**src/hw/aluPkg.sv**
```systemverilog
package aluPkg;

    // Operand and result width of the execution unit
    localparam int dataWidth = 16;

    // Operation codes, 10 to 15 are illegal
    typedef enum logic [3:0] {
        opAdd  = 4'd0,  // Signed add
        opAddu = 4'd1,  // Unsigned add
        opSub  = 4'd2,  // Signed subtract
        opSubu = 4'd3,  // Unsigned subtract
        opInc  = 4'd4,  // A + 1
        opDec  = 4'd5,  // A - 1
        opAnd  = 4'd6,
        opOr   = 4'd7,
        opXor  = 4'd8,
        opShl  = 4'd9   // A shifted by B[3:0]
    } aluOpT;

    // One request, 37 bits
    typedef struct packed {
        aluOpT                op;
        logic [dataWidth-1:0] a;
        logic [dataWidth-1:0] b;
        logic                 coe;  // Carry output enable
    } aluReqT;

    // Status flags
    typedef struct packed {
        logic carry;
        logic overflow;  // Signed ops only
        logic zero;
        logic negative;
    } aluFlagsT;

    // One response, 20 bits
    typedef struct packed {
        logic [dataWidth-1:0] result;
        aluFlagsT             flags;
    } aluRespT;

endpackage

```
**src/hw/cla16.sv**
```systemverilog
`timescale 1ns/10ps

module cla16 #(
    parameter int width = 16
) (
    input  logic [width-1:0] a,
    input  logic [width-1:0] b,
    output logic [width-1:0] sum,
    output logic             cOut
);

    localparam int groups = width / 4;

    logic [width-1:0]  p;     // Bit propagate
    logic [width-1:0]  g;     // Bit generate
    logic [groups-1:0] grpP;
    logic [groups-1:0] grpG;
    logic [groups:0]   grpC;  // Carry into each group

    assign p = a ^ b;
    assign g = a & b;

    for (genvar n = 0; n < groups; n++) begin : grp
        logic [3:0] gp;
        logic [3:0] gg;
        logic [3:0] gc;  // Carry into each bit of the group

        assign gp = p[4*n +: 4];
        assign gg = g[4*n +: 4];

        assign grpP[n] = &gp;
        assign grpG[n] = gg[3] | (gp[3] & gg[2]) | (gp[3] & gp[2] & gg[1])
                       | (gp[3] & gp[2] & gp[1] & gg[0]);

        // Lookahead inside the group
        assign gc[0] = grpC[n];
        assign gc[1] = gg[0] | (gp[0] & gc[0]);
        assign gc[2] = gg[1] | (gp[1] & gg[0]) | (gp[1] & gp[0] & gc[0]);
        assign gc[3] = gg[2] | (gp[2] & gg[1]) | (gp[2] & gp[1] & gg[0])
                     | (gp[2] & gp[1] & gp[0] & gc[0]);

        assign sum[4*n +: 4] = gp ^ gc;
    end

    // Second level, every group carry formed directly from group P and G
    always_comb begin
        logic term;
        grpC[0] = 1'b0;  // No carry input
        for (int i = 0; i < groups; i++) begin
            grpC[i+1] = 1'b0;
            for (int j = 0; j <= i; j++) begin
                term = grpG[j];
                for (int k = j + 1; k <= i; k++) begin
                    term = term & grpP[k];
                end
                grpC[i+1] = grpC[i+1] | term;
            end
        end
    end

    assign cOut = grpC[groups];

endmodule

```
**src/hw/addSubUnit.sv**
```systemverilog
`timescale 1ns/10ps

module addSubUnit #(
    parameter int width = 16
) (
    input  aluPkg::aluOpT    op,
    input  logic [width-1:0] a,
    input  logic [width-1:0] b,
    input  logic             coe,
    output logic [width-1:0] result,
    output logic             carry,
    output logic             overflow
);

    import aluPkg::*;

    localparam int msb = width - 1;

    logic [width-1:0] addA;
    logic [width-1:0] addB;
    logic [width-1:0] sum;
    logic             sumCarry;
    logic             isArith;
    logic             isSigned;  // Ops that report overflow

    cla16 #(
        .width(width)
    ) adder (
        .a   (addA),
        .b   (addB),
        .sum (sum),
        .cOut(sumCarry)
    );

    always_comb begin
        addA     = a;
        isArith  = 1'b1;
        isSigned = 1'b0;
        case (op)
            opAdd: begin
                addB     = b;
                isSigned = 1'b1;
            end
            opAddu: addB = b;
            opSub: begin
                addB     = ~b + width'(1);  // Two's complement of B
                isSigned = 1'b1;
            end
            opSubu: addB = ~b + width'(1);
            opInc: begin
                addB     = {{(width-1){1'b0}}, 1'b1};
                isSigned = 1'b1;
            end
            opDec: begin
                addB     = '1;
                isSigned = 1'b1;
            end
            default: begin
                addA    = '0;  // Adder idles at zero
                addB    = '0;
                isArith = 1'b0;
            end
        endcase
    end

    assign result   = isArith ? sum : '0;
    assign carry    = isArith & coe & sumCarry;
    // Same operand signs but the sum flips sign
    assign overflow = isSigned & (addA[msb] == addB[msb]) & (sum[msb] != addA[msb]);

endmodule

```
**src/hw/logicShiftUnit.sv**
```systemverilog
`timescale 1ns/10ps

module logicShiftUnit #(
    parameter int width = 16
) (
    input  aluPkg::aluOpT    op,
    input  logic [width-1:0] a,
    input  logic [width-1:0] b,
    output logic [width-1:0] result
);

    import aluPkg::*;

    logic [3:0] shiftAmt;

    assign shiftAmt = b[3:0];  // Only the low four bits count

    always_comb begin
        case (op)
            opAnd:   result = a & b;
            opOr:    result = a | b;
            opXor:   result = a ^ b;
            opShl:   result = a << shiftAmt;  // Zero fill
            default: result = '0;
        endcase
    end

endmodule

```
**src/hw/stageReg.sv**
```systemverilog
`timescale 1ns/10ps

module stageReg #(
    parameter type payloadT = logic
) (
    input  logic    clk,
    input  logic    rst,
    input  logic    inValid,
    input  payloadT inData,
    output logic    outValid,
    output payloadT outData
);

    always_ff @(posedge clk) begin
        if (rst) begin
            outValid <= 1'b0;
            outData  <= '0;
        end else begin
            outValid <= inValid;
            outData  <= inData;  // Taken every cycle, valid or not
        end
    end

endmodule

```
**src/hw/aluControl.sv**
```systemverilog
`timescale 1ns/10ps

module aluControl (
    input  aluPkg::aluReqT                  req,
    input  logic [aluPkg::dataWidth-1:0]    arithResult,
    input  logic                            arithCarry,
    input  logic                            arithOverflow,
    input  logic [aluPkg::dataWidth-1:0]    logicResult,
    output aluPkg::aluOpT                   unitOp,
    output logic [aluPkg::dataWidth-1:0]    unitA,
    output logic [aluPkg::dataWidth-1:0]    unitB,
    output logic                            unitCoe,
    output aluPkg::aluRespT                 resp
);

    import aluPkg::*;

    logic                 isArith;
    logic                 isLogic;
    logic [dataWidth-1:0] selResult;

    // Operation class decode
    always_comb begin
        isArith = 1'b0;
        isLogic = 1'b0;
        case (req.op)
            opAdd, opAddu, opSub, opSubu, opInc, opDec: isArith = 1'b1;
            opAnd, opOr, opXor, opShl:                  isLogic = 1'b1;
            default: ;  // Illegal code, neither class
        endcase
    end

    // Both units see the same operands
    assign unitOp  = req.op;
    assign unitA   = req.a;
    assign unitB   = req.b;
    assign unitCoe = req.coe;

    always_comb begin
        if (isArith) begin
            selResult = arithResult;
        end else if (isLogic) begin
            selResult = logicResult;
        end else begin
            selResult = '0;
        end
    end

    always_comb begin
        resp.result         = selResult;
        resp.flags.carry    = isArith & arithCarry;
        resp.flags.overflow = isArith & arithOverflow;
        resp.flags.zero     = (selResult == '0);
        resp.flags.negative = selResult[dataWidth-1];
    end

endmodule

```
**src/hw/aluCore.sv**
```systemverilog
`timescale 1ns/10ps

module aluCore #(
    parameter int dataWidth = aluPkg::dataWidth
) (
    input  logic            clk,
    input  logic            rst,
    input  logic            reqValid,
    input  aluPkg::aluReqT  req,
    output logic            respValid,
    output aluPkg::aluRespT resp
);

    import aluPkg::*;

    logic                 s1Valid;
    aluReqT               s1Req;
    aluRespT              s2Resp;
    aluOpT                unitOp;
    logic [dataWidth-1:0] unitA;
    logic [dataWidth-1:0] unitB;
    logic                 unitCoe;
    logic [dataWidth-1:0] arithResult;
    logic                 arithCarry;
    logic                 arithOverflow;
    logic [dataWidth-1:0] logicResult;

    stageReg #(
        .payloadT(aluReqT)
    ) reqStage (
        .clk     (clk),
        .rst     (rst),
        .inValid (reqValid),
        .inData  (req),
        .outValid(s1Valid),
        .outData (s1Req)
    );

    aluControl control (
        .req          (s1Req),
        .arithResult  (arithResult),
        .arithCarry   (arithCarry),
        .arithOverflow(arithOverflow),
        .logicResult  (logicResult),
        .unitOp       (unitOp),
        .unitA        (unitA),
        .unitB        (unitB),
        .unitCoe      (unitCoe),
        .resp         (s2Resp)
    );

    addSubUnit #(
        .width(dataWidth)
    ) arith (
        .op      (unitOp),
        .a       (unitA),
        .b       (unitB),
        .coe     (unitCoe),
        .result  (arithResult),
        .carry   (arithCarry),
        .overflow(arithOverflow)
    );

    logicShiftUnit #(
        .width(dataWidth)
    ) logicShift (
        .op    (unitOp),
        .a     (unitA),
        .b     (unitB),
        .result(logicResult)
    );

    stageReg #(
        .payloadT(aluRespT)
    ) respStage (
        .clk     (clk),
        .rst     (rst),
        .inValid (s1Valid),
        .inData  (s2Resp),
        .outValid(respValid),
        .outData (resp)
    );

endmodule

```
**config.mk**
```make
export PLATFORM = sky130hd
export DESIGN_NAME = aluCore
export DESIGN_NICKNAME = d
export VERILOG_FILES = /design/src/hw/aluPkg.sv /design/src/hw/cla16.sv /design/src/hw/addSubUnit.sv /design/src/hw/logicShiftUnit.sv /design/src/hw/stageReg.sv /design/src/hw/aluControl.sv /design/src/hw/aluCore.sv
export SDC_FILE = /design/constraint.sdc
export NUM_CORES = 1
export LEC_CHECK = 0
export BUFFER_PORTS_ARGS = -buffer_cell sky130_fd_sc_hd__buf_2
export CORE_MARGIN = 3
export CORE_UTILIZATION = 45
export CTS_CLUSTER_SIZE = 25
export DETAILED_ROUTE_END_ITERATION = 7
export PLACE_DENSITY = 0.68
export SLEW_MARGIN = 20
export SYNTH_ARGS = -nofsm -noshare
export SYNTH_HDL_FRONTEND = slang
export SYNTH_SLANG_ARGS = --single-unit
```
**constraint.sdc**
```tcl
create_clock -name clk -period 5.8 [get_ports clk]
set_input_delay 0.58 -clock clk [delete_from_list [all_inputs] [get_ports clk]]
set_output_delay 0.58 -clock clk [all_outputs]
set_load 0.1 [all_outputs]
```
==> reports/metrics.cfg <==
[status]
status=completed

[pwr]
p_int_w=0.000757
max-vdd-ir-drop_mv=0.127
combPwrFrac=0.315
power_frac_clock=0.311
p_seq_frac=0.374
p_sw_frac=0.376
leakage_nw=2.15
power_density_mw_per_mm2=245
switching_power_w=0.000456

[detailed_routing]
drtAntennaViolNets=0
routed_wl_mm=12.1
initialDrtViolationCount=434
via_count=3925
drc=0
firstDrtPassIters=5
post_drt_wl_per_cell_um=17.8
vias_per_cell=5.76

[grt]
antenna_found_initial=0
grt_pass1_wl_mm=19.4
grt_pass1_vias=3728
track_usage=0.225
grt_max_degree=53
overflow=0

[layout]
nets=642
ff_latch_area_mm2=0.00116
nFillCells=889
utilization=0.531
antenna_cells=0
areaGrowthSynthToFinish_pct=13.3
multi_input_area_mm2=0.00293
fin_cells=681
drive_gt1_frac=0.185

[synthesis]
synthesis.instances=498
synth_edf_count=0
synthMuxAreaShare=0.0995
synth_fp_nets=592
synth_async_sr_flop_share=0
synth_compound_area_frac=0.177
synth_seq_area_share=0.265
synth_xor_area_frac=0.0460
synthFlopType=dfxtp_1
syn_area_per_cell_um2=8.79
synth_warnings=0
syn-cell-area_mm2=0.00438
synth-seq-cells=58
synth_top_family_by_area=simple AND/OR/NAND/NOR gates
synthAdderAreaFrac=0.161
yosysTopAreaCell=dfxtp_1
synthSimpleGateAreaFrac=0.179
ys_types=69
synth_top_cells_by_area=dfxtp_1 27%, ha_1 14%, nor2b_1 5.7%
synthDominantCellAreaShare=0.265

[placement]
port_buffers=60
place_hpwl_mm=9.29
dp.cells=666
routabilityCongestion=0.995

[clock_tree]
cts_made_buffers=9
cts_setup_buffers=0
clockBufferDepth=2
clk_latency_ns=0.36
cts-root-buf=clkbuf_8
cts.sinks=58
cts-hold-fix-buffers=0
cts_tree=yes
clkSlewWorstSetupHoldPaths_ns=0.07
cts_resized=0
htreeDepth=3

[sta]
relSlewSlack=0.332
holdWs_ns=0.425
setup_violations=0
period_minus_slack_ns=4.61
tightestPinTransition_ns=1.00
finClkSkew_ns=0.00961
period_share=0.795
rsz0062_at_grt=false
slew_viol_final=0
finalSetupTns_ns=0
fmax_mhz=217
hold_violations=0

[floorplan]
coreArea_mm2=0.00933
ios=61
die_x_um=105
die_h_um=105
fp-row-count=35
design.die.area_mm2=0.0109
start_util=0.469

[critical_path]
cp_max_fo=17
rrSetupSlack_ns=1.19
path_class=reg2reg
critPathCaptureType=flop
cp.arrival_ns=4.90
crit_required_ns=6.09
critPathLaunchType=flop

[run]
cap_violations=0

[worst_hold_path]
hold_path_class=in2reg

==> worst max-delay path, cell delays in order (launching register included) <==
cell	delay, ns
dfxtp_1	0.42
inv_2	0.33
ha_1	0.24
nand2_1	0.09
o31ai_1	0.48
xnor2_1	0.18
o21a_1	0.18
inv_1	0.06
ha_1	0.27
nand2_1	0.07
or3_1	0.34
o22a_1	0.24
o21bai_1	0.18
fa_1	0.43
nand2_1	0.07
o211ai_1	0.11
a221oi_2	0.25
nand4_1	0.13
nor4_1	0.26
and4_1	0.21
==> cells by family after synthesis <==
| logic type | Yosys count |
|---|---|
| buffers and inverters | 73 |
| and+or+nand+nor | 147 |
| adders and majority gates | 54 |
| muxes | 32 |
| AOI/OAI and AO/OA | 111 |
| DFF | 58 |
| xor gates and xnor gates | 23 |
==> worst paths after layout <==
path	cells past startpoint	end	from
setup / recovery	19	respStage.outData[1]$_SDFF_PP0_	reqStage.outData[2]$_SDFF_PP0_
hold / removal	2	reqStage.outData[21]$_SDFF_PP0_	req[21]
setup reg to reg	19	respStage.outData[1]$_SDFF_PP0_	reqStage.outData[2]$_SDFF_PP0_
hold reg to reg	1	respStage.outValid$_SDFF_PP0_	reqStage.outValid$_SDFF_PP0_
==> flip-flops by register name, indices dropped and copies added, names as in the netlist <==
name                flops
reqStage.outData       37
respStage.outData      19
reqStage.outValid       1
respStage.outValid      1
==> power groups by stage <==
stage / logic [W] / registers, W / clock network (W)
finish: 0.000382 / 0.000453 / 0.000378
global route: 0.000411 / 0.000457 / 0.000398
CTS: 0.000378 / 0.000452 / 0.000386
detailed placement: 0.000376 / 0.000462 / 0
global placement: 0.000372 / 0.000460 / 0
floorplan: 0.000206 / 0.000546 / 0
==> layout by cell type (no fill, tap or decap), types with 8 or more instances in the layout <==
cell type  instances
a21oi_1           16
buf_2             60
clkbuf_8          10
dfxtp_1           58
ha_1              50
inv_1             46
mux2_2             8
mux2i_1           15
mux4_2             8
nand2_1           24
nor2_1            40
nor2b_1           40
o21ai_0           27
xnor2_1           19
==> cell usage after synthesis (4+ instances only) <==
cell type / count
nand3_1: 4
fa_1: 4
o211ai_1: 7
mux4_2: 8
clkbuf_1: 15
inv_1: 46
ha_1: 50
nand4_1: 5
nor3_1: 4
xnor2_1: 19
and2_1: 7
o21a_1: 6
a211oi_1: 4
mux2i_1: 15
buf_2: 4
o31ai_1: 4
a221oi_1: 4
nor4_1: 7
a22oi_1: 4
mux2_2: 8
o22ai_1: 4
o21ai_0: 27
xor2_1: 4
a21o_1: 4
nor2_1: 40
dfxtp_1: 58
o221ai_1: 5
nor2b_1: 40
a21oi_1: 16
nand2_1: 24
==> final cells by class <==
class / instances / area share
repair buffers: 64 / 0.0666
multi-input cells: 367 / 0.591
clock buffers: 10 / 0.0278
flip-flops and latches: 58 / 0.234
inverters: 48 / 0.0363
clock inverters: 5 / 0.0111
well taps: 129 / 0.0326
==> per-stage QoR <==
step	total power (W)	cell area, um^2	setup slack (ns)
floorplan	0.000752	4380	1.68
global placement	0.000832	4760	1.41
detailed placement	0.000838	4760	1.29
CTS	0.00122	4960	1.23
global route	0.00127	4960	0.802
finish	0.00121	4960	1.19
==> layer usage <==
metal  track usage  part of all wire  vias up
li1              -                 -     1875
met1         0.307              0.45     1852
met2         0.352              0.45      176
met3        0.0476             0.081       22
met4        0.0797             0.020        0
met5             0                 0        -
Power figures use the tool's default switching activity.
